File: config.mk
export PLATFORM = sky130hd
export DESIGN_NAME = pc
export DESIGN_NICKNAME = d
export VERILOG_FILES = /design/src/isa_pkg.sv /design/src/pc.sv
export VERILOG_INCLUDE_DIRS = /design/src /design/src/src
export SDC_FILE = /design/constraint.sdc
export NUM_CORES = 1
export LEC_CHECK = 0
export ABC_AREA = 0
export BUFFER_PORTS_ARGS = -buffer_cell sky130_fd_sc_hd__buf_2
export CORE_MARGIN = 8
export CORE_UTILIZATION = 55
export DETAILED_ROUTE_END_ITERATION = 7
export PLACE_DENSITY = 0.86
export SKIP_LAST_GASP = 1
export SYNTH_ARGS = -nofsm -noshare
export SYNTH_HDL_FRONTEND = slang
export SYNTH_SLANG_ARGS = --single-unit
File: constraint.sdc
create_clock -name clock -period 3.3 [get_ports clock]
set_clock_uncertainty 0.1 [all_clocks]
set_input_delay 0.66 -clock clock [delete_from_list [all_inputs] [get_ports clock]]
set_output_delay 0.66 -clock clock [all_outputs]
set_load 0.01 [all_outputs]
File: src/cpu_macros.svh
`ifndef CPU_MACROS_SVH
`define CPU_MACROS_SVH

// datapath and address width
`define XLEN 32

`define NREGS 32

// first fetch address out of reset
`define RESET_PC 32'h0000_0000

// set selects the I/O space, clear selects data memory
`define IO_SEL_BIT 31

`endif

File: src/isa_pkg.sv
`default_nettype none
`include "cpu_macros.svh"

package isa_pkg;

	typedef logic [`XLEN-1:0] word_t;
	typedef logic [$clog2(`NREGS)-1:0] reg_addr_t;

	// addi, lwi, swi byte offset in bits 14:0
	typedef logic [14:0] imm15_t;
	// branch word offset in bits 13:0
	typedef logic [13:0] imm14_t;
	// jump word offset in bits 23:0
	typedef logic [23:0] imm24_t;

	// opcode in bits 30:25
	// rt in bits 24:20, ra in 19:15, rb in 14:10
	typedef enum logic [5:0] {
		NOP  = 6'b000000,
		LWI  = 6'b000010,
		SWI  = 6'b001010,
		ALU  = 6'b100000,
		J    = 6'b100100,
		BEQ  = 6'b100110,
		BNE  = 6'b100111,
		ADDI = 6'b101000
	} opcode_e;

	// function of a register ALU op, bits 4:0
	typedef enum logic [4:0] {
		ADD = 5'b00000,
		SUB = 5'b00001,
		AND = 5'b00010,
		XOR = 5'b00011,
		OR  = 5'b00100,
		SLT = 5'b00110,
		SLL = 5'b01100,
		SRL = 5'b01101
	} alu_fn_e;

endpackage

`default_nettype wire

File: src/pc.sv
`default_nettype none
`include "cpu_macros.svh"

module pc (
	input logic clock,
	input logic rst_n,
	input logic enable_system,
	input logic do_hazard,
	input logic branch_taken,
	input isa_pkg::word_t branch_target,
	output isa_pkg::word_t current_pc
);

	always_ff @(posedge clock) begin
		if (!rst_n) begin
			current_pc <= `RESET_PC;
		end else if (enable_system && !do_hazard) begin
			if (branch_taken) begin
				current_pc <= branch_target;
			end else begin
				current_pc <= current_pc + 32'd4;
			end
		end
	end

	// targets come from word offsets added to the decode pc
	assert property (@(posedge clock) disable iff (!rst_n) current_pc[1:0] == 2'b00);

endmodule

`default_nettype wire

[After elaboration in Yosys (flattened, before gate mapping)]
Cells that the tools add are included.
Operators by class
  add/subtract/negate cells: 1
  multiply operators: 0
  div/mod/pow operators: 0
  magnitude comparators: 0
  equal/unequal tests: 0
  shift operators: 0
  mux-type cells: 1
  bitwise logic cells: 0
  reductions and logical operators: 2
Operator list (count)
  $add 32x3->32 const B: 1
  $mux 32: 1
  $logic_and 1x1->1: 1
  $logic_not 1->1: 1
Storage, ports and cells
  register bits: 32
  latch bits: 0
  bits in writable memories: 0
  ROM bits: 0
  input port bits: 37
  output and inout bits: 32
  word-level logic and storage cells: 5
  memories kept: 0

[Logic depth before layout (Yosys ltp)]
  depth in word-level cells: 2
  mapped depth: 7

[Worst setup path after synthesis]
No wires, ideal clock.
  kind: in2reg
  start: input port branch_taken
  end: register current_pc[21]
  arrival time: 2048 ps
  setup slack: 1078 ps
  stages: 5
  buffers on the path: 2
  cells stage by stage: clkbuf_1 -> or3b_2 -> clkbuf_1 -> or4_1 -> a31oi_1
Between the ends
  longest elaborated chain between the ends: 1
RTL lines
  start, declared: RTL line pc.sv:9  | input logic branch_taken,
  $mux 32: RTL line pc.sv:18  | if (branch_taken) begin
  end signal, assigned: RTL line pc.sv:16  | current_pc <= `RESET_PC;
  end signal, assigned: RTL line pc.sv:19  | current_pc <= branch_target;
  end signal, assigned: RTL line pc.sv:21  | current_pc <= current_pc + 32'd4;
  end, declared: RTL line pc.sv:11  | output isa_pkg::word_t current_pc
Every way passes these cells.
A chain may end at the register's enable or synchronous reset.

[Worst setup path in the final report]
  start: register current_pc[2]
  end: register current_pc[24]
Between the ends
  longest elaborated chain between the ends: 2
RTL lines (RTL line)
  $add 32x3->32: pc.sv:21
  $mux 32: pc.sv:18
Every way passes these cells.

==> run summary <==
Critical Path Start Type: flip-flop
Slew Viols, Final: 0
Global-route wire length before repair: 11,500 um
Vias in the first global route: 2,410
Drt initial violations: 264
Max reg flops: 32
Post-synth cell types: 57
Final WL: 6870 um
Grt total ovfl: 0
Rows: 22
Clk slew on worst S/H paths: 0.07 ns
Area grow syn2layout: 20.6%
Die width: 78.4 um
Final Setup Violations: 0
Sequential cell area fraction in the yosys report: 29.9%
Registers with the highest flip-flop counts: current_pc: 32 flops
Pin count of the biggest net entering global routing: 49
Number of enable flip-flop cells after synthesis: 0
Fmax: 421 MHz
Crit Path Max Fanout: 8
Place WS: 0.986 ns
Mapped cell area: 2140 um2
Routability cong.: 0.898
WS Path Type: flip-flop to flip-flop
#FFs+latches synth: 32
Top cells by area, synth: dfxtp_1 30%, nand2_1 6.0%, a21oi_1 3.7%
Worst slew pin tran: 1.03 ns
Post-CTS Resized: 0
Tmin final: 2.37 ns
Req. time, crit path: 3.34 ns
Asr flop ratio synth: 0%
Vias/cell: 6.59
Io pins: 69
Pwr per Cell Area: 348 nW/um2
Slew HR: 30.4%
Initial antenna violation count: 0
Syn Nets: 322
Setup_tns: 0 ns
CP arrival: 2.41 ns
Htree depth: 2
Yosys top cell area share: 29.9%
VDD IR max: 0.228 mV
Final hold viol count: 0
Initial core utilization: 57.7%
Worst skew pair latency: 0.29 ns
Main synth FF type: dfxtp_1
Router iterations before antenna repair: 7
Pleak: 0.996 nW
Synthesis Warnings: 0
Fillers: 326
Die Y: 78.4 um
Clk buf depth: 2
Post-CTS Setup Bufs: 0
Post-synthesis cell count: 284
Num CTS Buffers: 5
Clock Sinks: 32
CTS tree: yes
Status: completed
Core Area: 3720 um2
Hold Crit Class: flip-flop to flip-flop
RSZ-0062 raised after global routing: false
Drc violations: 0
Setup crit end kind: flip-flop
Diodes inserted: 0
Layout cells sized above 1: 25.9%
Max_cap viols: 0
Non-Filler Instances: 392
Nets: 381
Root Buffer: clkbuf_8
I/O Buffers: 68
Routed via count: 2,582
Final ANT Viol Nets: 0
Syn avg cell area: 7.55 um2
Tot GR Track Use: 22.4%
Top reg by flops: current_pc
Full die area: 6150 um2
Hpwl dp: 4850 um
Placed cells: 384
Post-CTS Hold Buffers: 0
Worst setup margin: 0.927 ns
Area leader, netlist: dfxtp_1
Period utilization: 71.9%
Routed length per placed instance: 17.5 um
==> worst paths after layout <==
path / start / to / slack, ns / depth (start not counted)
worst max-delay path: current_pc[2] / current_pc[24] / 0.93 / 5
worst min-delay path: current_pc[1] / current_pc[1] / 0.35 / 2
worst max register to register: current_pc[2] / current_pc[24] / 0.93 / 5
worst min register to register: current_pc[1] / current_pc[1] / 0.35 / 2
==> worst max-delay path, stage by stage, from the launching register on <==
cell and delay, ns:
dfxtp_1 0.45, ha_1 0.28, nand4_2 0.24, nor4_2 0.77, mux2i_1 0.27, a31oi_1 0.10
==> final cells by class <==
type                            instances  area (um2)  share of cell area [%]
Multi-Input combinational cell        225        1400                    54.2
Sequential cell                        32         641                    24.8
Timing Repair Buffer                   71         363                    14.0
Clock buffer                            8        90.1                    3.48
Tap cell                               48        60.1                    2.32
Inverter                                8        30.0                    1.16
==> cell usage after synthesis (2+ instances only) <==
| cell type | n |
|---|---|
| a21o_1 | 2 |
| nor2b_1 | 2 |
| and4_1 | 3 |
| clkbuf_1 | 16 |
| o221ai_1 | 2 |
| or4_1 | 2 |
| a22oi_1 | 9 |
| a311oi_1 | 3 |
| o21a_1 | 5 |
| mux2_2 | 2 |
| o31ai_1 | 3 |
| mux2i_1 | 3 |
| nand4_1 | 9 |
| and3_1 | 6 |
| nor4_1 | 12 |
| nor3_1 | 10 |
| a21bo_2 | 2 |
| a31oi_1 | 9 |
| o22ai_1 | 3 |
| and2_1 | 5 |
| nand3_1 | 9 |
| a21oi_1 | 16 |
| a211oi_1 | 2 |
| nand3b_1 | 3 |
| dfxtp_1 | 32 |
| nor2_1 | 16 |
| nor3b_1 | 3 |
| o41ai_1 | 3 |
| o21ai_0 | 15 |
| nand2_1 | 34 |
| or3_1 | 5 |
| o211ai_1 | 5 |
| inv_1 | 8 |
| buf_2 | 2 |
==> layout by cell type, fill, tap and decap left out, types with 5 or more instances in the layout <==
master,instances
o21a_1,5
buf_2,68
nor4_1,12
and2_1,5
nor3_1,10
dfxtp_1,32
nand4_1,9
inv_1,8
nor2_1,16
or3_1,5
o211ai_1,5
a31oi_1,9
nand3_1,9
a21oi_1,16
and3_1,6
a22oi_1,9
clkbuf_8,6
nand2_1,34
o21ai_0,15
==> per-layer routing <==
layer  global-route usage, %  routed length [um]
met2                    35.4                3090
met4                    6.67                 106
met1                    28.2                2980
met3                    7.18                 692
met5                       0                   0
==> power breakdown <==
group          switching [mW]  total (mW)  internal [mW]  leakage, nW
sequential             0.0300       0.434          0.404        0.261
combinational          0.0829       0.148         0.0655        0.689
clock                   0.146       0.316          0.170       0.0455
==> cells by family after synthesis <==
kind of cell | Yosys count | share of synthesized area, %
buffers and inverters | 27 | 4.85
muxes | 5 | 2.45
adders and majority gates | 1 | 0.584
AOI/OAI and AO/OA | 88 | 27.8
and+or+nand+nor | 131 | 34.4
DFF | 32 | 29.9
==> through the flow <==
| stage | hold WS [ns] | power, mW | area (um2) | utilization [%] |
|---|---|---|---|---|
| 6_report | 0.353 | 0.899 | 2580 | 69.6 |
| 5_1_grt | 0.367 | 0.939 | 2580 | 69.6 |
| 4_1_cts | 0.355 | 0.895 | 2580 | 69.6 |
| 3_5_place_dp | 0.347 | 0.588 | 2490 | 67.1 |
| 3_3_place_gp | 0.342 | 0.585 | 2490 | 67.1 |
| 2_1_floorplan | 0.381 | 0.524 | 2140 | - |
Note: power is estimated with default switching activity, not from simulation.
