`config.mk`:
```
export PLATFORM = sky130hd
export DESIGN_NAME = controller
export DESIGN_NICKNAME = d
export VERILOG_FILES = /design/src/isa_pkg.sv /design/src/pipe_pkg.sv /design/src/controller.sv
export VERILOG_INCLUDE_DIRS = /design/src /design/src/src
export SDC_FILE = /design/constraint.sdc
export NUM_CORES = 1
export LEC_CHECK = 0
export BUFFER_PORTS_ARGS = -buffer_cell sky130_fd_sc_hd__buf_2
export CAP_MARGIN = 10
export CORE_UTILIZATION = 28
export DETAILED_ROUTE_END_ITERATION = 6
export PLACE_DENSITY = 0.95
export RECOVER_POWER = 50
export SLEW_MARGIN = 30
export SYNTH_ARGS = -nofsm -noshare
export SYNTH_HDL_FRONTEND = slang
export SYNTH_SLANG_ARGS = --single-unit
```
`constraint.sdc`:
```
create_clock -name vclk -period 2.4
set_input_delay 0.6 -clock vclk [all_inputs]
set_output_delay 0.6 -clock vclk [all_outputs]
set_load 0.02 [all_outputs]
```
`src/cpu_macros.svh`:
```
`ifndef CPU_MACROS_SVH
`define CPU_MACROS_SVH

// datapath and address width
`define XLEN 32

`define NREGS 32

// first fetch address out of reset
`define RESET_PC 32'h0000_0000

// set selects the I/O space, clear selects data memory
`define IO_SEL_BIT 31

`endif

```
`src/isa_pkg.sv`:
```
`default_nettype none
`include "cpu_macros.svh"

package isa_pkg;

	typedef logic [`XLEN-1:0] word_t;
	typedef logic [$clog2(`NREGS)-1:0] reg_addr_t;

	// addi, lwi, swi byte offset in bits 14:0
	typedef logic [14:0] imm15_t;
	// branch word offset in bits 13:0
	typedef logic [13:0] imm14_t;
	// jump word offset in bits 23:0
	typedef logic [23:0] imm24_t;

	// opcode in bits 30:25
	// rt in bits 24:20, ra in 19:15, rb in 14:10
	typedef enum logic [5:0] {
		NOP  = 6'b000000,
		LWI  = 6'b000010,
		SWI  = 6'b001010,
		ALU  = 6'b100000,
		J    = 6'b100100,
		BEQ  = 6'b100110,
		BNE  = 6'b100111,
		ADDI = 6'b101000
	} opcode_e;

	// function of a register ALU op, bits 4:0
	typedef enum logic [4:0] {
		ADD = 5'b00000,
		SUB = 5'b00001,
		AND = 5'b00010,
		XOR = 5'b00011,
		OR  = 5'b00100,
		SLT = 5'b00110,
		SLL = 5'b01100,
		SRL = 5'b01101
	} alu_fn_e;

endpackage

`default_nettype wire

```
`src/pipe_pkg.sv`:
```
`default_nettype none

package pipe_pkg;
	import isa_pkg::*;

	// all zero is a NOP
	typedef struct packed {
		alu_fn_e fn;
		logic use_imm;
		logic mem_read;
		logic mem_write;
		logic reg_write;
		reg_addr_t dest;
	} ctrl_t;

	typedef struct packed {
		word_t instr;
		word_t pc;
	} if_id_t;

	typedef struct packed {
		ctrl_t ctrl;
		word_t a;
		word_t b;
		word_t store_data;
	} id_ex_t;

	// result doubles as the load/store address
	typedef struct packed {
		ctrl_t ctrl;
		word_t result;
		word_t store_data;
	} ex_mem_t;

	typedef struct packed {
		logic reg_write;
		reg_addr_t dest;
		word_t data;
	} mem_wb_t;

endpackage

`default_nettype wire

```
`src/controller.sv`:
```
`default_nettype none

module controller (
	input isa_pkg::word_t instr,
	input isa_pkg::word_t op_a,
	input isa_pkg::word_t op_b,
	output pipe_pkg::ctrl_t ctrl,
	output logic branch_taken
);
	import isa_pkg::*;

	opcode_e opcode;
	reg_addr_t rt;

	assign opcode = opcode_e'(instr[30:25]);
	assign rt = instr[24:20];

	always_comb begin
		ctrl = '0;
		ctrl.dest = rt;
		branch_taken = 1'b0;
		case (opcode)
			ALU: begin
				ctrl.fn = alu_fn_e'(instr[4:0]);
				ctrl.reg_write = 1'b1;
			end
			ADDI: begin
				ctrl.fn = ADD;
				ctrl.use_imm = 1'b1;
				ctrl.reg_write = 1'b1;
			end
			LWI: begin
				ctrl.fn = ADD;
				ctrl.use_imm = 1'b1;
				ctrl.mem_read = 1'b1;
				ctrl.reg_write = 1'b1;
			end
			SWI: begin
				ctrl.fn = ADD;
				ctrl.use_imm = 1'b1;
				ctrl.mem_write = 1'b1;
			end
			// op_a holds ra, op_b holds rt
			BEQ: begin
				branch_taken = (op_a == op_b);
			end
			BNE: begin
				branch_taken = (op_a != op_b);
			end
			J: begin
				branch_taken = 1'b1;
			end
			default: begin
				ctrl = '0;
			end
		endcase
	end

endmodule

`default_nettype wire

```
; ---- Yosys cells after proc, flatten, opt, wreduce, memory -nomap -nowiden
; Cells that the tools add are included.
[word_totals]
inputBits = 96
ff_bits = 0
wordCells = 19
output_inout_bits = 15
[op_classes]
n_mux = 7
n_reduce_logical = 3
n_eq_ne = 9
[op_table]
columns = op, n
row1 = $eq A32 B32 Y1, 1
row2 = $ne A32 B32 Y1, 1
row3 = $eq A6 B6 Y1 const B, 5
row4 = $mux W5, 2
row5 = $reduce_or A7 Y1, 1
row6 = $eq A6 B2 Y1 const B, 1
row7 = $eq A6 B4 Y1 const B, 1
row8 = $reduce_or A3 Y1, 2
row9 = $mux W1, 4
row10 = $pmux W1 S3, 1

; ---- Logic depth before layout (Yosys ltp)
[depth]
word_depth = 3
mapped_depth = 5
depth_no_buf = 5

; ---- Worst setup path after synthesis
; OpenSTA, ideal clock, no wires.
[synth_timing]
path_kind = input-to-output
start = input op_b[31]
end = output branch_taken
path_slack_ns = 0.093
stages = 5
t_arrival_ns = 1.707
path_buffers = 0
cell_sequence = xor2_1 -> nor4_1 -> nand4_1 -> o21ai_1 -> mux2i_1
[synth_via]
elab_chain_len = 2
elab_cells_between_ends = 3
[synth_lines]
columns = item, line_no
row1 = from (decl), controller.sv:6  ; input isa_pkg::word_t op_b,
row2 = $ne A32 B32 Y1 or $eq A32 B32 Y1 (tied branches), "controller.sv:48, controller.sv:45"
row3 = $pmux W1 S3 (*), controller.sv:22  ; case (opcode)
row4 = to (decl), controller.sv:8  ; output logic branch_taken
; Mark *: on every way between the ends. The rest lies on a longest branch, timed or not.

; ---- Final worst setup path
[layout_timing]
start = input op_b[27]
end = output branch_taken
; The elaborated chain is that of the path after synthesis.

==> results.txt <==
largest net degree at the start of global routing: 9
Avg Inst Size Synth: 7.34 µm²
die area: 2150 µm²
stages on the worst setup path: 7
initial core utilization: 30.9%
Setup WS pre-CTS: -0.0611 ns
placed insts: 195
Final Slew Violations: 0
PD cells: 138 nW/µm²
failing checks: negative setup slack
Crit-path slowest cell: nor4_2
CP Buf/Inv Count: 2
initial antenna violation count: 0
sequential power share: 0%
peak supply drop: 98.3 µV
Setup Crit Path Kind: in -> out
Hold Fails Final Rpt: 0
Max Freq: 415 MHz
Seq cells: 0
Iter 0 DRT Violations: 3
sequential fraction of the synthesis area: 0%
n_diodes: 0
DRC: 0
register area: 0 µm²
CP Data Arrival Time: 1.81 ns
Tightest Hold Check Type: in -> out
worst hold stages: 3
Synth cell types: 21
non-filler cells, final: 195
nets: 268
final worst slack: -0.0113 ns
Area Overhead vs Synth: 96.4%
Slew @ Worst Pin: 0.258 ns
chip height: 46.3 µm
Static Leak: 0.605 nW
Initial DRT Pass Iterations: 4
Logic pwr share: 100.0%
Slew headroom: 82.7%
Cell Chain, Critical Path: buf_2 -> xor2_1 -> nor4_2 -> nand4_1 -> o21ai_2 -> mux2i_1 -> buf_4
Setup crit end kind: output pin
status: finished with violations
CLK BUF: 0
I/O Buffers: 95
GPL Wtd Cong: 0.676
DR vias/cell: 4.50
core area: 1780 µm²
Internal Pwr Total: 0.0827 mW
P_sw: 0.0668 mW
ratio of cells with drive above 1 in the final layout: 58.2%
RSZ-0062 raised after global routing: yes
row count: 15
slowest stage delay, CP: 0.28 ns
Yosys warnings: 0
vias in the first global route: 751
clock share of power: 0%
post-layout min period: 2.41 ns
Worst EP required: 1.80 ns
startpoint class of the critical path: input port
Total Wirelength: 1.76 mm
Final setup viols: 1
Synth Instances: 75
GR Overflow Total: 0
Die W: 46.3 µm
Max-Cap Viols: 0
Worst Setup SP: op_b[27]
Top Ports: 111
Post-DP HPWL: 1.60 mm
crit path to: branch_taken
syn nets: 171
Vias: 877
Top delay family on crit path: simple AND/OR/NAND/NOR gates
Max Fanout on Critical Path: 1
global-route wire length before repair: 2.58 mm
Switching Share: 44.7%
antenna-violating nets left: 0
Synth Cell Area: 551 µm²
WL per Instance: 9.03 µm
Final Cycle Share: 100%
GRT Total Usage: 15.5%
Yosys cell counts, drive strengths merged:
master	instances	area share [%]
a211o	1	1.6
a21oi	3	2.7
and2	10	11
and3	1	1.1
inv	1	0.68
mux2i	1	1.8
nand2	2	1.4
nand2b	2	3.6
nand3b	1	1.4
nand4	2	2.3
nor2	3	2.0
nor2b	1	1.1
nor3	3	3.6
nor4	8	9.1
o21ai	2	1.8
or3	1	2.0
or4	1	1.4
xor2	32	51
logic make-up after synthesis:
family                 synth area share (%)
AO/OA/AOI/OAI                          6.13
XOR/XNOR                               50.9
buffers and inverters                 0.681
multiplexers                           1.82
AND/OR/NAND/NOR                        40.5
per-stage QoR:
stage	TNS (ns)	hold slack (ns)	utilization [%]	power, mW	instance area [µm²]
2_1_floorplan	0	1.28	-	0.0575	551
3_3_place_gp	-0.0815	1.52	59.3	0.140	1060
3_5_place_dp	-0.0611	1.52	59.3	0.144	1060
4_1_cts	-0.0625	1.52	59.4	0.145	1060
5_1_grt	-0.125	1.54	60.6	0.167	1080
6_report	-0.0113	1.52	60.6	0.149	1080
cell type report:
cell class                      count  area (µm²)
Multi-Input combinational cell     74         573
Tap cell                           25        31.3
Fill cell                         178         702
Timing Repair Buffer               95         473
Inverter                            1        3.75
timing repair:
item | 4_1_cts | 5_1_grt
setup endpoints to repair | 1 | 4
buffers inserted | 0 | 0
gates cloned | 0 | 0
hold buffers | 0 | 0
resized for setup | 1 | 5
pin swaps | 1 | 2
placed cells by master, fill, tap and decap left out, types with 2 or more instances in the layout:
cell type	netlist	final
xor2_1	32	32
and2_1	10	10
nor4_2	0	3
a21oi_1	3	2
nand2_1	2	2
nor4_1	8	5
clkbuf_1	0	4
clkbuf_2	0	3
buf_2	0	87
nor2_1	3	3
nor3_1	2	2
nand4_1	2	2
worst min-delay path by stage:
stage	startpoint	to	slack (ns)
floorplan	instr[28]	ctrl[7]	1.28
global placement	instr[3]	ctrl[12]	1.52
detailed placement	instr[4]	ctrl[13]	1.52
CTS	instr[4]	ctrl[13]	1.52
global route	instr[23]	ctrl[3]	1.54
finish	instr[4]	ctrl[13]	1.52
power groups by stage:
stage | registers [mW] | logic, mW | clock network, mW
6_report | 0 | 0.149 | 0
5_1_grt | 0 | 0.167 | 0
3_5_place_dp | 0 | 0.144 | 0
2_1_floorplan | 0 | 0.0575 | 0
3_3_place_gp | 0 | 0.140 | 0
4_1_cts | 0 | 0.145 | 0
layer usage:
layer  vias up  wire length, µm  GRT usage (%)  part of all wire, %
li1        451                -              -                    -
met1       372              641           14.9                   36
met2        54              956           35.3                   54
met3         0              161          0.392                  9.1
met4         0                0           1.18                    0
met5         -                0              0                    0
Note: power is estimated with default switching activity, not from simulation.
