### config.mk
export PLATFORM = sky130hd
export DESIGN_NAME = forward
export DESIGN_NICKNAME = d
export VERILOG_FILES = /design/src/isa_pkg.sv /design/src/pipe_pkg.sv /design/src/forward.sv
export VERILOG_INCLUDE_DIRS = /design/src /design/src/src
export SDC_FILE = /design/constraint.sdc
export NUM_CORES = 1
export LEC_CHECK = 0
export BUFFER_PORTS_ARGS = -buffer_cell sky130_fd_sc_hd__buf_4
export CELL_PAD_IN_SITES_DETAIL_PLACEMENT = 0
export CELL_PAD_IN_SITES_GLOBAL_PLACEMENT = 1
export CORE_AREA = 2 2 168 170
export DETAILED_ROUTE_END_ITERATION = 8
export DIE_AREA = 0 0 170 172
export GPL_TIMING_DRIVEN = 0
export PLACE_DENSITY = 0.62
export SYNTH_ARGS = -nofsm -noshare
export SYNTH_HDL_FRONTEND = slang
export SYNTH_SLANG_ARGS = --single-unit
export TNS_END_PERCENT = 1
### constraint.sdc
create_clock -name vclk -period 1.6
set_input_delay 0.08 -clock vclk [all_inputs]
set_output_delay 0.08 -clock vclk [all_outputs]
set_load 0.01 [all_outputs]
### src/cpu_macros.svh
`ifndef CPU_MACROS_SVH
`define CPU_MACROS_SVH

// datapath and address width
`define XLEN 32

`define NREGS 32

// first fetch address out of reset
`define RESET_PC 32'h0000_0000

// set selects the I/O space, clear selects data memory
`define IO_SEL_BIT 31

`endif

### src/isa_pkg.sv
`default_nettype none
`include "cpu_macros.svh"

package isa_pkg;

	typedef logic [`XLEN-1:0] word_t;
	typedef logic [$clog2(`NREGS)-1:0] reg_addr_t;

	// addi, lwi, swi byte offset in bits 14:0
	typedef logic [14:0] imm15_t;
	// branch word offset in bits 13:0
	typedef logic [13:0] imm14_t;
	// jump word offset in bits 23:0
	typedef logic [23:0] imm24_t;

	// opcode in bits 30:25
	// rt in bits 24:20, ra in 19:15, rb in 14:10
	typedef enum logic [5:0] {
		NOP  = 6'b000000,
		LWI  = 6'b000010,
		SWI  = 6'b001010,
		ALU  = 6'b100000,
		J    = 6'b100100,
		BEQ  = 6'b100110,
		BNE  = 6'b100111,
		ADDI = 6'b101000
	} opcode_e;

	// function of a register ALU op, bits 4:0
	typedef enum logic [4:0] {
		ADD = 5'b00000,
		SUB = 5'b00001,
		AND = 5'b00010,
		XOR = 5'b00011,
		OR  = 5'b00100,
		SLT = 5'b00110,
		SLL = 5'b01100,
		SRL = 5'b01101
	} alu_fn_e;

endpackage

`default_nettype wire

### src/pipe_pkg.sv
`default_nettype none

package pipe_pkg;
	import isa_pkg::*;

	// all zero is a NOP
	typedef struct packed {
		alu_fn_e fn;
		logic use_imm;
		logic mem_read;
		logic mem_write;
		logic reg_write;
		reg_addr_t dest;
	} ctrl_t;

	typedef struct packed {
		word_t instr;
		word_t pc;
	} if_id_t;

	typedef struct packed {
		ctrl_t ctrl;
		word_t a;
		word_t b;
		word_t store_data;
	} id_ex_t;

	// result doubles as the load/store address
	typedef struct packed {
		ctrl_t ctrl;
		word_t result;
		word_t store_data;
	} ex_mem_t;

	typedef struct packed {
		logic reg_write;
		reg_addr_t dest;
		word_t data;
	} mem_wb_t;

endpackage

`default_nettype wire

### src/forward.sv
`default_nettype none

module forward (
	input isa_pkg::reg_addr_t ra_addr,
	input isa_pkg::reg_addr_t rb_addr,
	input isa_pkg::word_t ra_data,
	input isa_pkg::word_t rb_data,
	input pipe_pkg::id_ex_t ex,
	input isa_pkg::word_t ex_result,
	input pipe_pkg::ex_mem_t mem,
	input isa_pkg::word_t mem_data,
	input pipe_pkg::mem_wb_t wb,
	output isa_pkg::word_t op_a,
	output isa_pkg::word_t op_b,
	output logic do_hazard
);
	import isa_pkg::*;

	// youngest writer first
	function automatic word_t bypass(input reg_addr_t addr, input word_t rf_data);
		word_t value;
		value = rf_data;
		if (addr != '0) begin
			if (ex.ctrl.reg_write && ex.ctrl.dest == addr) begin
				value = ex_result;
			end else if (mem.ctrl.reg_write && mem.ctrl.dest == addr) begin
				value = mem_data;
			end else if (wb.reg_write && wb.dest == addr) begin
				value = wb.data;
			end
		end
		return value;
	endfunction

	always_comb begin
		op_a = bypass(ra_addr, ra_data);
		op_b = bypass(rb_addr, rb_data);
	end

	// load data only exists one stage later
	always_comb begin
		do_hazard = ex.ctrl.mem_read && ex.ctrl.dest != '0
			&& (ex.ctrl.dest == ra_addr || ex.ctrl.dest == rb_addr);
	end

endmodule

`default_nettype wire

# Yosys cells after proc, flatten, opt, wreduce, memory -nomap -nowiden
# Index checks and enable logic that the tools add are counted.
[word_totals]
mem_bits_ro = 0
mem_bits_rw = 0
latch_bits = 0
memories = 0
wordCells = 26
input_bits = 364
reg_bits = 0
output_inout_bits = 65
[op_classes]
div = 0
n_reduce_logical = 12
add_sub_neg = 0
mul = 0
order_cmp = 0
mux = 8
eq_ne = 6
shifts = 0
n_bitwise = 0
[ops]
columns = ["op", "count"]
rows = [
  ["$mux W32", 8],
  ["$eq A5 B5 Y1", 6],
  ["$reduce_bool A5 Y1", 3],
  ["$logic_and A1 B1 Y1", 8],
  ["$logic_or A1 B1 Y1", 1],
]

# Logic depth before layout (Yosys ltp)
[depth]
word_depth = 6
mapped_depth = 8
ltp_nobuf = 5

# Worst setup path after synthesis
# OpenSTA, ideal clock, no wires.
[synth_path]
path_kind = "input to output"
start = "input ra_addr[4]"
end = "output op_a[11]"
arrival_time_ns = 1.445
n_path_buf = 2
cell_stages = 7
path_slack_ns = 0.075
t_required_ns = 1.520
path_cell_list = "xnor2_1 nand3_1 or3_1 clkbuf_1 a31oi_2 buf_2 a2bb2oi_1"
[synth_between]
elab_chain_len = 6
elab_cells_between_ends = 11
cone_classes = "eq/ne: 3; mux: 4; reduce/logical: 4"
[synth_lines]
columns = ["element", "line", "source"]
rows = [
  ["from (decl)", "forward.sv:4", "input isa_pkg::reg_addr_t ra_addr,"],
  ["$eq A5 B5 Y1", "forward.sv:28", "end else if (wb.reg_write && wb.dest == addr) begin"],
  ["$logic_and A1 B1 Y1", "forward.sv:28", ""],
  ["$mux W32", "forward.sv:28", ""],
  ["$mux W32", "forward.sv:26", "end else if (mem.ctrl.reg_write && mem.ctrl.dest == addr) begin"],
  ["$mux W32", "forward.sv:24", "if (ex.ctrl.reg_write && ex.ctrl.dest == addr) begin"],
  ["$mux W32 (*)", "forward.sv:23", "if (addr != '0) begin"],
  ["to (decl)", "forward.sv:13", "output isa_pkg::word_t op_a,"],
]
# Mark *: on every way between the ends. The rest lies on a longest branch, timed or not.

# Final worst setup path
[layout_path]
start = "input rb_addr[0]"
end = "output op_b[31]"
[layout_between]
elab_chain_len = 6
elab_cells_between_ends = 11
cone_classes = "eq/ne: 3; mux: 4; reduce/logical: 4"
[layout_lines]
columns = ["element", "line", "source"]
rows = [
  ["from (decl)", "forward.sv:5", "input isa_pkg::reg_addr_t rb_addr,"],
  ["$eq A5 B5 Y1", "forward.sv:28", ""],
  ["$logic_and A1 B1 Y1", "forward.sv:28", ""],
  ["$mux W32", "forward.sv:28", ""],
  ["$mux W32", "forward.sv:26", ""],
  ["$mux W32", "forward.sv:24", ""],
  ["$mux W32 (*)", "forward.sv:23", ""],
  ["to (decl)", "forward.sv:14", "output isa_pkg::word_t op_b,"],
]
# Marked as above.

==> metrics.cfg <==
[timing]
period_needed_ns = 1.77
rsz0062_at_grt = yes
finalSetupViolCount = 63
slew_headroom_pct = 59.6
worst_pin_slew_ns = 0.605
slew_violations = 0
min_period_over_period_pct = 111
hold_violations = 0
max_freq_mhz = 564
fin_ws_ns = -0.172

[worst_setup_path]
start_kind = input port
critical_path.max_stage_delay_ns = 0.29
crit_family = buffers and inverters
slowest_stage = o31a_1
cp.required_ns = 1.52
critPathBufInv = 5
path_max_fanout = 5
cp_common_cell = buf_4
critPathCaptureType = output port
critPathArrivalTime_ns = 1.69
crit_chain = buf_6 -> xor2_1 -> nor3_2 -> buf_4 -> buf_6 -> and2_4 -> buf_4 -> o31a_1 -> o221a_2 -> buf_4
path_class = in2out

[power]
power.density_nw_per_um2 = 284
total_power_mw = 1.93
leakagePower_nw = 2.75
ir_drop_mv = 0.137

[final_layout]
seq_cell_count = 0
regArea_um2 = 0
area_growth_pct = 138
layout.nets = 1093
drive_above_1_share_pct = 62.3
nClkBuffers = 0

[global_route]
antenna_found_initial = 0
grt_overflow_total = 0
grt_pass1_wl_mm = 36.0
grt_max_degree = 11
grt_pass1_vias = 5289
grt_usage_pct = 16.6

[floorplanning]
io_pins = 429
die_h_um = 172
coreArea_um2 = 27500
die_area_um2 = 29200
initial_core_util_pct = 10.4
dieWidth_um = 170
fp-row-count = 61

[placed_design]
place.gp.congestion = 0.867
pre_cts_ws_ns = -1.20
port_buffers = 254
hpwl_mm = 20.1

[logic_synthesis]
syn_area_um2 = 2850
synth.area.top_cells = o221ai_1 10%, a2bb2oi_1 9.8%, a21oi_1 7.9%
syn-mean-instance-area_um2 = 6.52
yosysUniqueCellTypes = 44
ys_warn_count = 0
synth_fp_nets = 802
synth_area_leader_cell = o221ai_1
ys_seq_area_share_pct = 0
synth_top_area_share_pct = 10.1
postSynthCellCount = 438

[drt]
wl_mm = 25.6
drtPass1Iterations = 5
drcViolationCount = 0
drtIter0Drc = 459
postRouteAntennaNets = 0
wl_per_cell_um = 23.8
routed_via_density = 4.81
route.vias.total = 5167

[min_path]
min_path_type = in2out
hold_path_end = op_b[12]
min_path_cells = 3
worstHoldStart = rb_data[12]

[job]
cap_violations = 0

[run_status]
violations = setup timing
status = complete, but fails checks

## metal layers
metal	vias to the layer above	global-route usage, %	routed length (um)
met1	2466	23.0	11500
met3	33	3.32	2070
met5	-	0	0
met4	0	2.23	442
met2	317	27.4	11600
li1	2351	-	-
## how the worst max path moves through the flow
stage,startpoint,cells after the start,slack [ns],endpoint
2_1_floorplan,ra_addr[4],7,0.08,op_a[11]
3_3_place_gp,ra_addr[0],8,-1.20,op_a[23]
3_5_place_dp,ra_addr[0],8,-1.20,op_a[23]
4_1_cts,ex[97],10,-0.24,op_a[1]
5_1_grt,wb[32],8,-0.25,op_b[11]
6_report,rb_addr[0],10,-0.17,op_b[31]
## cell usage in the layout (no fill, tap or decap), types with 6 or more instances in the layout
cell type and n:
nand2b_1 11, a21oi_1 44, nor2_1 9, a2bb2oi_2 23, nand3_1 21, nand3_2 8
nand2_1 25, clkbuf_4 6, o21ai_0 17, o221ai_2 14, buf_8 11, o31a_1 6
buf_12 14, nor3_1 11, o221ai_1 17, a221oi_2 10, a2bb2oi_1 6, nor3_4 6
nand3b_1 6, xnor2_2 14, o211ai_1 24, buf_6 33, o21a_1 10, a31oi_1 15
and3_1 16, buf_4 259
## metrics by stage
step	util [%]	TNS [ns]	std cells	hold WS, ns	area, um2
5_1_grt	24.7	-10.87	1073	0.488	6800
3_5_place_dp	18.9	-49.38	1038	0.490	5190
4_1_cts	23.5	-10.72	1068	0.483	6460
2_1_floorplan	-	0	438	0.281	2850
6_report	24.7	-6.14	1074	0.481	6800
3_3_place_gp	18.9	-49.11	1038	0.487	5190
## synth_stat cells, drive strengths merged (3+ instances only)
cell / count
a21o: 5
a21oi: 45
a221oi: 11
a2bb2oi: 32
a31oi: 17
and2: 3
and3: 17
buf: 19
clkbuf: 33
inv: 4
nand2: 27
nand2b: 11
nand3: 30
nand3b: 6
nor2: 11
nor3: 18
o211ai: 24
o21a: 10
o21ai: 23
o221a: 9
o221ai: 33
o22ai: 5
o31a: 6
xnor2: 18
xor2: 12
## timing repair
action,in CTS,in global routing
resized for setup,205,80
endpoints found under the hold margin,0,0
gates cloned,5,0
hold buffers,0,0
buffers inserted,30,8
pin swaps,36,39
setup endpoints to repair,65,65
## cells by family (layout without fill, tap and decap cells)
kind of cell    after synthesis  count (layout)  synth area share, %
compound gates              223             223                 57.4
other cells                   0               1                    0
buf+inv                      56             345                 8.68
xor+xnor                     30              30                 9.73
simple gates                129             129                 24.2
## where the power goes
part	internal [mW]	switching, mW
Combinational	1.03	0.896
Sequential	0	0
Clock	0.0000000518	0
## tightest hold or removal path, stage by stage
cell	delay, ns
buf_4	0.08
a2bb2oi_2	0.12
buf_4	0.12
## cell type report
class / instances / area, um2
diodes: 1 / 2.50
fillers: 3076 / 20700
well taps: 346 / 433
plain buffers: 47 / 477
repair buffers: 294 / 2470
multi-input cells: 382 / 3400
inverters: 4 / 15.0
(Power assumes the default switching activity.)
