`config.mk`:
```
export PLATFORM = sky130hd
export DESIGN_NAME = regwalls
export DESIGN_NICKNAME = d
export VERILOG_FILES = /design/src/isa_pkg.sv /design/src/pipe_pkg.sv /design/src/regwalls.sv
export VERILOG_INCLUDE_DIRS = /design/src /design/src/src
export SDC_FILE = /design/constraint.sdc
export NUM_CORES = 1
export LEC_CHECK = 0
export BUFFER_PORTS_ARGS = -buffer_cell sky130_fd_sc_hd__buf_2
export CORE_AREA = 8 8 222 224
export CTS_CLUSTER_SIZE = 30
export DETAILED_ROUTE_END_ITERATION = 8
export DIE_AREA = 0 0 230 232
export PLACE_DENSITY_LB_ADDON = 0.08
export SLEW_MARGIN = 10
export SYNTH_ARGS = -nofsm -noshare
export SYNTH_HDL_FRONTEND = slang
export SYNTH_SLANG_ARGS = --single-unit
```
`constraint.sdc`:
```
create_clock -name clock -period 1.05 [get_ports clock]
set_input_delay 0.1575 -clock clock [delete_from_list [all_inputs] [get_ports clock]]
set_output_delay 0.1575 -clock clock [all_outputs]
set_load 0.1 [all_outputs]
```
`src/cpu_macros.svh`:
```
`ifndef CPU_MACROS_SVH
`define CPU_MACROS_SVH

// datapath and address width
`define XLEN 32

`define NREGS 32

// first fetch address out of reset
`define RESET_PC 32'h0000_0000

// set selects the I/O space, clear selects data memory
`define IO_SEL_BIT 31

`endif

```
`src/isa_pkg.sv`:
```
`default_nettype none
`include "cpu_macros.svh"

package isa_pkg;

	typedef logic [`XLEN-1:0] word_t;
	typedef logic [$clog2(`NREGS)-1:0] reg_addr_t;

	// addi, lwi, swi byte offset in bits 14:0
	typedef logic [14:0] imm15_t;
	// branch word offset in bits 13:0
	typedef logic [13:0] imm14_t;
	// jump word offset in bits 23:0
	typedef logic [23:0] imm24_t;

	// opcode in bits 30:25
	// rt in bits 24:20, ra in 19:15, rb in 14:10
	typedef enum logic [5:0] {
		NOP  = 6'b000000,
		LWI  = 6'b000010,
		SWI  = 6'b001010,
		ALU  = 6'b100000,
		J    = 6'b100100,
		BEQ  = 6'b100110,
		BNE  = 6'b100111,
		ADDI = 6'b101000
	} opcode_e;

	// function of a register ALU op, bits 4:0
	typedef enum logic [4:0] {
		ADD = 5'b00000,
		SUB = 5'b00001,
		AND = 5'b00010,
		XOR = 5'b00011,
		OR  = 5'b00100,
		SLT = 5'b00110,
		SLL = 5'b01100,
		SRL = 5'b01101
	} alu_fn_e;

endpackage

`default_nettype wire

```
`src/pipe_pkg.sv`:
```
`default_nettype none

package pipe_pkg;
	import isa_pkg::*;

	// all zero is a NOP
	typedef struct packed {
		alu_fn_e fn;
		logic use_imm;
		logic mem_read;
		logic mem_write;
		logic reg_write;
		reg_addr_t dest;
	} ctrl_t;

	typedef struct packed {
		word_t instr;
		word_t pc;
	} if_id_t;

	typedef struct packed {
		ctrl_t ctrl;
		word_t a;
		word_t b;
		word_t store_data;
	} id_ex_t;

	// result doubles as the load/store address
	typedef struct packed {
		ctrl_t ctrl;
		word_t result;
		word_t store_data;
	} ex_mem_t;

	typedef struct packed {
		logic reg_write;
		reg_addr_t dest;
		word_t data;
	} mem_wb_t;

endpackage

`default_nettype wire

```
`src/regwalls.sv`:
```
`default_nettype none

module regwalls (
	input logic clock,
	input logic rst_n,
	input logic enable_system,
	input logic do_hazard,
	input logic do_flush,
	input pipe_pkg::if_id_t if_in,
	input pipe_pkg::id_ex_t id_in,
	input pipe_pkg::ex_mem_t ex_in,
	input pipe_pkg::mem_wb_t wb_in,
	output pipe_pkg::if_id_t if_id,
	output pipe_pkg::id_ex_t id_ex,
	output pipe_pkg::ex_mem_t ex_mem,
	output pipe_pkg::mem_wb_t mem_wb
);

	always_ff @(posedge clock) begin
		if (!rst_n) begin
			if_id <= '0;
			id_ex <= '0;
			ex_mem <= '0;
			mem_wb <= '0;
		end else if (enable_system) begin
			// stalled decode keeps its instruction
			if (do_hazard) begin
				id_ex <= '0;
			end else begin
				if_id <= do_flush ? '0 : if_in;
				id_ex <= id_in;
			end
			ex_mem <= ex_in;
			mem_wb <= wb_in;
		end
	end

	// a stall beats a flush from a branch waiting on a load
	assert property (@(posedge clock) disable iff (!rst_n)
		enable_system && do_hazard |=> if_id == $past(if_id) && id_ex == '0);

endmodule

`default_nettype wire

```
# Word-level counts from Yosys, hierarchy flattened
# Cells that the tools add are included.
[word_totals]
ff_bits = 290
output_inout_bits = 290
[classes]
muxes = 2
bitwise = 1
n_reduce_logical = 1
[ops]
columns = ["operator", "count"]
rows = [
  ["110-bit 2-to-1 mux", 1],
  ["64-bit 2-to-1 mux", 1],
  ["2-bit AND reduction", 1],
  ["1-bit NOT", 1],
]

# Logic depth before layout (Yosys ltp)
# Gate-level depths: netlist of the first run.
[logic_depth]
depth_word = 2
depth_mapped = 6
ltp_nobuf = 3

# Least setup slack after synthesis of the first run
# No wires, ideal clock.
[synth_path]
path_kind = "register -> register"
startpoint = "reg id_ex[108] (netlist name)"
endpoint = "reg id_ex[108] (netlist bit)"
setup_time_ns = 0.059
t_arrival_ns = 1.281
path_slack_ns = -0.290
path_stages_with_launch = 4
path_buffers = 0
synth_period_minus_slack_ns = 1.340
path_cell_list = "dfxtp_1 -> inv_1 -> o22ai_1 -> and2_1"
[synth_rtl]
columns = ["item", "line", "source"]
rows = [
  ["end signal: assignment", "regwalls.sv:31", "id_ex <= id_in;"],
  ["end: declaration", "regwalls.sv:14", "output pipe_pkg::id_ex_t id_ex,"],
]

# Worst setup path in the final report of the first run
[layout_path]
startpoint = "reg id_ex[4] (netlist bit)"
endpoint = "out id_ex[4] (netlist bit)"
# No word-level cell between the ends.

==> metrics.yaml, run 1 <==
detailed_routing:
  avgRoutedWirePerCell_um: 18.5
  drc: 0
  drt_iter0_drc: 287
  via_per_inst: 4.18
  routed_wl_um: 49200
  dr.pass1.iters: 7
  ant_nets: 0
  vias: 11123
pwr:
  power_density_nw_per_um2: 1390
  ir_drop_mv: 1.37
  design_power_total_w: 0.0337
  p_leak_nw: 10.1
grt:
  antenna_found_initial: 0
  grt-ovfl-total: 0
  grt_max_degree: 65
  grt_use_total_pct: 17.6
  grt_pass1_wl_um: 73500
  grt_pass1_vias: 11878
sta:
  tns_ns: -46.81
  layout_setup_ws_ns: -0.190
  hold_viol: 0
  clock_skew_ns: 0
  slew_headroom_pct: 76.3
  rsz0062_at_grt: "true"
  min_period_ns: 1.24
  finalMaxSlewViolations: 0
  min_period_over_period_pct: 118
  tightest_slew_ns: 0.356
  fmax_mhz: 806
  report.final.setup_viol: 290
cells_and_area:
  drive_gt1_share_pct: 48.4
  area_growth_pct: 114
  final_nets: 2325
  num_antenna_cells: 0
  nFillCells: 4049
  final_util_pct: 52.8
setup_path:
  criticalPathCategory: "flop to output port"
  required_ns: 0.89
  crit_slowest_cell: "dfxtp_2"
  cp_slowest_stage_delay_ns: 0.35
  critPathBufInv: 1
  crit_arrival_ns: 1.08
  critical-path-top-delay-family: "flip-flops"
  worstPathMaxFanout: 2
  worst_r2r_path_depth: 3
  worst-path-stages: 1
  end_kind: "output port"
  worstSetupStartpointType: "flop"
  cp_cell_sequence: "buf_12"
min_path:
  holdPathStages: 3
  hold_path_class: "input port to flop"
clock_tree:
  cts_tree: "yes"
  h-tree-depth: 2
  clk_pin_slew_worst_paths_ns: 0.06
  insertion_delay_ns: 0.53
  clock_path_buffers: 3
  numCtsBuffers: 38
  root_buffer: "clkbuf_16"
  cts_sinks: 290
place:
  io_buffers: 584
  hpwl_um: 37000
  gp_congestion: 0.763
  preCtsSetupSlack_ns: -0.0920
logic_synthesis:
  synthDistinctLibCells: 16
  syn_nets: 1431
  synth_top_cell_area_share_pct: 51.4
  synth-seq-cells: 290
  syn_area_per_cell_um2: 9.94
  netlist_area_um2: 11300
  ys_seq_area_share_pct: 51.4
  yosys_warnings: 0
  synth_top_cell_by_area: "dfxtp_1"
  synthCells: 1136
  yosys-top-cells-area: "dfxtp_1 (51%), nor2b_1 (19%), mux2i_1 (10%)"
die:
  fp.dieW_um: 230
  rows: 79
  ioPinCount: 585
  die_area_um2: 53400
  start_util_pct: 24.6
  core_area_um2: 45900
  die-height_um: 232
run_status:
  outcome: "complete, but fails checks"
  failed_checks: "negative setup slack"
run:
  drv_cap: 0
==> cells in the mapped netlist <==
library cell  count
nor2b_1         335
o22ai_1           1
buf_1             5
nand3b_1         64
buf_6             4
and2_1            1
a21boi_1         64
dfxtp_1         290
mux2i_1         116
buf_2            23
buf_4            17
nand2_1          65
clkbuf_1         40
a21oi_1         109
nand2b_1          1
inv_1             1
==> layout make-up <==
class / count / area, um^2 / share of cell area (%)
multi-input combinational: 756 / 5040 / 20.8
inverter: 1 / 3.75 / 0.0155
clock inverter: 3 / 46.3 / 0.191
timing repair buffer: 943 / 11000 / 45.6
sequential: 290 / 6180 / 25.5
clock buffer: 62 / 1140 / 4.72
tap: 607 / 759 / 3.14
==> sequential cells by signal (all words and copies together), names as in the netlist <==
register,flops
ex_mem,78
id_ex,110
if_id,64
mem_wb,38
==> power by group <==
part	total [W]	switching, W	internal [W]
registers	0.0121	0.000511	0.0116
clock network	0.0125	0.00484	0.00763
logic	0.00911	0.00522	0.00388
==> layout by cell type, fill, tap and decap left out, drive strengths merged <==
cell         instances
a21boi              64
a21oi              109
and2                 1
buf                653
bufinv               1
clkbuf              62
clkinvlp             1
dfxtp              290
dlygate4sd3        290
inv                  2
mux2i              116
nand2               65
nand2b               1
nand3b              64
nor2b              335
o22ai                1
==> per-layer routing <==
layer  vias up  share of wire, %  global-route usage (%)
li1       5512                 -                       -
met1      5164                38                    19.4
met2       380                50                    30.7
met3        67               8.9                    7.10
met4         0               2.9                    5.94
met5         -                 0                       0
==> what timing repair did <==
action / in CTS / in global routing
hold buffers: 290 / 0
endpoints found under the setup margin: 290 / 290
setup buffers: 0 / 12
resized for setup: 2 / 4
endpoints found under the hold margin: 290 / 0
==> per-stage QoR <==
stage / cell area (um^2) / instances / hold slack, ns
CTS: 24100 / 2650 / 0.0332
finish: 24200 / 2662 / 0.0661
global route: 24200 / 2662 / 0.0454
floorplan: 11700 / 1136 / 0.312
global placement: 20000 / 2295 / 0.405
detailed placement: 20000 / 2295 / 0.410
==> cell families after synthesis <==
kind of cell	synth area share, %
buf+inv	4.08
mux	10.3
simple gates	25.1
compound gates	9.14
flops	51.4
==> path summary, 6_finish.rpt <==
kind / start / to / slack (ns)
worst min register to register: if_id[14] / if_id[14] / 0.47
worst min-delay path: rst_n / id_ex[0] / 0.07
worst max-delay path: id_ex[4] / id_ex[4] / -0.19
worst max register to register: id_ex[89] / id_ex[89] / 0.26
No activity file was read; power rests on OpenSTA's default activity.
==> run 2: changes to the inputs <==
- BUFFER_PORTS_ARGS: -buffer_cell sky130_fd_sc_hd__buf_2 -> unset
- CORE_AREA: 8 8 222 224 -> 2 2 231 233
- DIE_AREA: 0 0 230 232 -> 0 0 233 235
- DONT_BUFFER_PORTS: unset -> 1
==> run 2 against run 1 <==
  * The run ends with negative hold slack, negative setup slack left
  * Routed wire length fell by 8.5%
  * Maximum frequency shrank 0.44%
  * Sequential power barely moved
  * Non-clock buffer count is 296 lower
  * Worst setup slack lost 0.0055 ns
  * Count of clock-buffer cells in the layout did not move
==> metrics.yaml, run 2 (synthesis gave the netlist of run 1 again) <==
sta:
  slew_headroom_pct: 42.9  # was 76.3%
  tightest_slew_ns: 0.857  # was 0.356 ns
  hold_viol: 235  # was 0
  layout_setup_ws_ns: -0.196  # was -0.190 ns
  report.final.setup_viol: 294  # was 290
  finalMaxSlewViolations: 0  # unchanged
  fmax_mhz: 803  # was 806 MHz
  tns_ns: -50.06  # was -46.81 ns
  clock_skew_ns: 0  # unchanged
  min_period_ns: 1.25  # was 1.24 ns
  min_period_over_period_pct: 119  # was 118%
  rsz0062_at_grt: "true"  # unchanged
  holdWs_ns: -0.223  # was 0.0661 ns
clock_tree:
  h-tree-depth: 2  # unchanged
  cts_sinks: 290  # unchanged
  clock_path_buffers: 3  # unchanged
  root_buffer: "clkbuf_16"  # unchanged
  clk_pin_slew_worst_paths_ns: 0.05  # was 0.06 ns
  numCtsBuffers: 38  # unchanged
  insertion_delay_ns: 0.54  # was 0.53 ns
  cts_tree: "yes"  # unchanged
cells_and_area:
  drive_gt1_share_pct: 40.6  # was 48.4%
  top_register: "id_ex"  # unchanged
  layout_commonest_cell: "nor2b_1"  # unchanged
  layout_common_cells: "nor2b_1 (334), buf_12 (300), dfxtp_2 (279), dlygate4sd3_1 (276), mux2i_1 (116)"  # was nor2b_1 (334), buf_12 (316), buf_2 (292), dlygate4sd3_1 (290), dfxtp_2 (284)
  final_cells: 2455  # was 2662
  final_nets: 2029  # was 2325
  area_growth_pct: 102  # was 114%
  biggestRegsByFlops: "id_ex x110, ex_mem x78, if_id x64"  # unchanged
  largest_reg_flops: 110  # unchanged
die:
  ioPinCount: 585  # unchanged
  fp.dieW_um: 233  # was 230 um
  die_area_um2: 54800  # was 53400 um^2
  core_area_um2: 52200  # was 45900 um^2
  start_util_pct: 21.6  # was 24.6%
  rows: 84  # was 79
  die-height_um: 235  # was 232 um
min_path:
  holdCritStartpoint: "rst_n"  # unchanged
  holdPathStages: 1  # was 3
  min_to: "ex_mem[53]"  # was id_ex[0]
  hold_path_class: "input port to flop"  # unchanged
setup_path:
  required_ns: 0.89  # about the same
  reg2reg_to: "id_ex[59]"  # was id_ex[89]
  crit_arrival_ns: 1.09  # was 1.08 ns
  critPathBufInv: 1  # unchanged
  cp_cell_sequence: "buf_12"  # unchanged
  cp_slowest_stage_delay_ns: 0.37  # was 0.35 ns
  cp-startpoint: "ex_mem[9]"  # was id_ex[4]
  worstSetupStartpointType: "flop"  # unchanged
  end_kind: "output port"  # unchanged
  crit_slowest_cell: "dfxtp_4"  # was dfxtp_2
  criticalPathCategory: "flop to output port"  # unchanged
  ff2ff_setup_slack_ns: 0.18  # was 0.26 ns
  worst_r2r_path_depth: 4  # was 3
  critical-path-top-delay-family: "flip-flops"  # unchanged
  reg2reg_from: "id_ex[59]"  # was id_ex[89]
  worstPathMaxFanout: 2  # unchanged
run:
  drv_cap: 0  # unchanged
place:
  io_buffers: 0  # was 584
  gp_congestion: 0.779  # was 0.763
  placedCellCount: 2045  # was 2295
  preCtsSetupSlack_ns: -0.0415  # was -0.0920 ns
  hpwl_um: 30000  # was 37000 um
pwr:
  seqPwrFrac_pct: 36.6  # was 36.0%
  ir_drop_mv: 1.10  # was 1.37 mV
  p_switching_w: 0.0103  # was 0.0106 W
  p_comb_share_pct: 24.6  # was 27.0%
  swShare_pct: 31.0  # was 31.4%
  design_power_total_w: 0.0331  # was 0.0337 W
  internal_power_w: 0.0229  # was 0.0231 W
  clockPowerShare_pct: 38.9  # was 37.0%
  power_density_nw_per_um2: 1450  # was 1390 nW/um^2
  p_leak_nw: 8.91  # was 10.1 nW
grt:
  grt_pass1_vias: 10143  # was 11878
  antenna_found_initial: 6  # was 0
  grt_use_total_pct: 15.7  # was 17.6%
  grt_pass1_wl_um: 65800  # was 73500 um
  grt-ovfl-total: 0  # unchanged
  grt_max_degree: 291  # was 65
detailed_routing:
  routed_wl_um: 45000  # was 49200 um
  ant_nets: 0  # unchanged
  vias: 10072  # was 11123
  drt_iter0_drc: 392  # was 287
  dr.pass1.iters: 4  # was 7
  drc: 0  # unchanged
  via_per_inst: 4.10  # was 4.18
  avgRoutedWirePerCell_um: 18.3  # was 18.5 um
run_status:
  outcome: "complete, but fails checks"  # unchanged
  failed_checks: "negative hold slack, negative setup slack"  # was negative setup slack
## run 2: routing by layer
metal  share of wire [%]  wire [um]  vias to the layer above  track usage (%)
met3                 9.4       4220                       52             6.77
met4                 2.0        898                        0             4.19
met5                   0          0                        -                0
met1                  38      17100                     4713             17.5
li1                    -          -                     4935                -
met2                  51      22800                      372             27.3
## run 2: what timing repair did
| item | CTS | global route |
|---|---|---|
| endpoints found under the setup margin | 290 | 354 |
| gates resized for setup | 337 | 20 |
| hold buffers | 249 | 72 |
| gates cloned | 0 | 4 |
| endpoints found under the hold margin | 290 | 290 |
| pin swaps | 0 | 28 |
| buffers inserted | 5 | 47 |
## run 2: worst max path at each step
stage,end,slack (ns),cells after the start
6_report,ex_mem[9],-0.20,1
5_1_grt,id_ex[109],-0.25,1
4_1_cts,ex_mem[16],-0.25,1
3_5_place_dp,if_id[53],-0.04,5
3_3_place_gp,if_id[27],-0.04,5
2_1_floorplan,id_ex[108],0.02,3
## run 2: cell type report
class | count | area [um^2]
inverter | 1 | 3.75
clock buffer | 62 | 1200
timing repair buffer | 647 | 9430
multi-input combinational | 756 | 5040
clock inverter | 5 | 27.5
antenna | 6 | 15.0
fill | 4877 | 29500
tap | 688 | 861
sequential | 290 | 6200
## run 2: through the flow
stage	cell area, um^2	utilization, %
floorplan	11700	-
global placement	16700	32.1
detailed placement	16700	32.1
CTS	21900	41.9
global route	22800	43.6
finish	22800	43.6
## run 2: power groups by stage
stage               Sequential (W)  Combinational, W  Clock, W
floorplan                   0.0157           0.00134         0
CTS                         0.0121           0.00779    0.0135
global route                0.0122           0.00841    0.0139
finish                      0.0121           0.00813    0.0129
detailed placement          0.0123           0.00661         0
global placement            0.0123           0.00660         0
==> run 3: changes to the inputs <==
- HOLD_SLACK_MARGIN: unset -> 0.15
- clock period: 1.05 -> 1.2 ns (I/O delays scaled with it)
==> run 3 against run 2 <==
  * The flow still finishes with violations (negative hold slack, negative setup slack)
  * Utilization shrank 0.33 points
  * Power shrank 13%
  * Hold slack gained 0.011 ns
  * Critical path type unchanged
==> metrics.yaml, run 3 (synthesis gave the netlist of run 1 again) <==
run_status:
  outcome: "complete, but fails checks"  # unchanged
  failed_checks: "negative hold slack, negative setup slack"  # unchanged
clock_tree:
  numCtsBuffers: 38  # unchanged
  root_buffer: "clkbuf_16"  # unchanged
  clock_path_buffers: 3  # unchanged
  h-tree-depth: 2  # unchanged
  insertion_delay_ns: 0.53  # was 0.54 ns
  cts_sinks: 290  # unchanged
  clk_pin_slew_worst_paths_ns: 0.06  # was 0.05 ns
  cts_tree: "yes"  # unchanged
detailed_routing:
  drc: 0  # unchanged
  vias: 10027  # was 10072
  routed_wl_um: 43800  # was 45000 um
  avgRoutedWirePerCell_um: 18.0  # was 18.3 um
  ant_nets: 0  # unchanged
  via_per_inst: 4.12  # was 4.10
  drt_iter0_drc: 331  # was 392
  dr.pass1.iters: 4  # unchanged
sta:
  tightest_slew_ns: 0.660  # was 0.857 ns
  rsz0062_at_grt: "true"  # unchanged
  finalMaxSlewViolations: 0  # unchanged
  slew_headroom_pct: 56.0  # was 42.9%
  min_period_over_period_pct: 106
  clock_skew_ns: 0  # unchanged
  report.final.setup_viol: 290  # was 294
  hold_viol: 154  # was 235
  fmax_mhz: 787
  min_period_ns: 1.27
  layout_setup_ws_ns: -0.0711  # was -0.196 ns
  holdWs_ns: -0.213  # was -0.223 ns
cells_and_area:
  nFillCells: 4833  # was 4877
  top_register: "id_ex"  # unchanged
  final_cell_area_um2: 22600  # was 22800 um^2
  layout_commonest_cell: "nor2b_1"  # unchanged
  layout_common_cells: "nor2b_1 (334), dlygate4sd3_1 (318), buf_12 (300), dfxtp_2 (278), mux2i_1 (115)"  # was nor2b_1 (334), buf_12 (300), dfxtp_2 (279), dlygate4sd3_1 (276), mux2i_1 (116)
  drive_gt1_share_pct: 37.7  # was 40.6%
  final_cells: 2431  # was 2455
  final_nets: 2013  # was 2029
  biggestRegsByFlops: "id_ex x110, ex_mem x78, if_id x64"  # unchanged
  area_growth_pct: 100  # was 102%
  largest_reg_flops: 110  # unchanged
setup_path:
  required_ns: 1.02  # was 0.89 ns
  worstSetupStartpointType: "flop"  # unchanged
  cp_slowest_stage_delay_ns: 0.36  # was 0.37 ns
  cp_cell_sequence: "buf_12"  # unchanged
  criticalPathCategory: "flop to output port"  # unchanged
  end_kind: "output port"  # unchanged
  critical-path-top-delay-family: "flip-flops"  # unchanged
  crit_slowest_cell: "dfxtp_2"  # was dfxtp_4
  critPathBufInv: 1  # unchanged
  crit_arrival_ns: 1.09  # about the same
  worstPathMaxFanout: 2  # unchanged
place:
  io_buffers: 0  # unchanged
  placed_cell_area_um2: 14600  # was 16700 um^2
  placedCellCount: 2037  # was 2045
  gp_congestion: 0.751  # was 0.779
  hpwl_um: 28300  # was 30000 um
grt:
  antenna_found_initial: 2  # was 6
  grt_use_total_pct: 15.6  # was 15.7%
  grt_pass1_vias: 10955  # was 10143
  grt_max_degree: 291  # unchanged
  grt-ovfl-total: 0  # unchanged
  grt_pass1_wl_um: 66400  # was 65800 um
pwr:
  p_leak_nw: 8.57  # was 8.91 nW
  power_density_nw_per_um2: 1270  # was 1450 nW/um^2
  ir_drop_mv: 1.10  # about the same
die:
  rows: 84  # unchanged
  die-height_um: 235  # unchanged
  die_area_um2: 54800  # unchanged
  fp.dieW_um: 233  # unchanged
  start_util_pct: 21.6  # unchanged
  core_area_um2: 52200  # unchanged
  ioPinCount: 585  # unchanged
min_path:
  hold_path_class: "input port to flop"  # unchanged
run:
  drv_cap: 0  # unchanged
[run 3: metrics by stage]
step                      setup TNS [ns]  setup WS (ns)  hold WS, ns  power, W  utilization [%]
after floorplan                        0          0.168        0.335    0.0149                -
after global placement                 0         0.0958        0.328    0.0157             28.0
after detailed placement               0          0.125        0.331    0.0157             28.0
after CTS                         -26.22         -0.118       -0.234    0.0293             43.9
after global routing              -26.07         -0.117       -0.218    0.0298             43.3
final                             -11.66        -0.0711       -0.213    0.0287             43.3
[run 3: path summary, 6_finish.rpt]
check	from	to	slack [ns]	depth (start not counted)
max	mem_wb[2]	mem_wb[2]	-0.07	1
min	rst_n	ex_mem[59]	-0.21	1
max reg2reg	ex_mem[30]	ex_mem[30]	0.01	3
min reg2reg	if_id[17]	if_id[17]	0.47	2
[run 3: area by class of cell]
cell class                 count  area [um^2]  area share (%)
antenna                        2         5.00          0.0221
sequential                   290         6200            27.4
inverter                       1         3.75          0.0166
multi-input combinational    756         5040            22.3
clock inverter                 4         48.8           0.216
timing repair buffer         631         9290            41.1
tap                          688          861            3.81
clock buffer                  59         1150            5.11
[run 3: per-layer routing]
layer | GRT usage, % | wire (um)
met1 | 17.1 | 16700
met5 | 0 | 0
met2 | 27.5 | 22200
met3 | 5.67 | 3650
met4 | 5.81 | 1320
[run 3: repair_timing]
action,CTS,global route
resized for setup,840,7
endpoints found under the hold margin,290,283
hold buffers,363,52
endpoints found under the setup margin,290,387
setup buffers,2,9
[run 3: power breakdown]
group	leakage, nW	internal (W)	switching, W
clock network	0.589	0.00678	0.00437
logic	5.48	0.00292	0.00402
registers	2.50	0.0102	0.000460
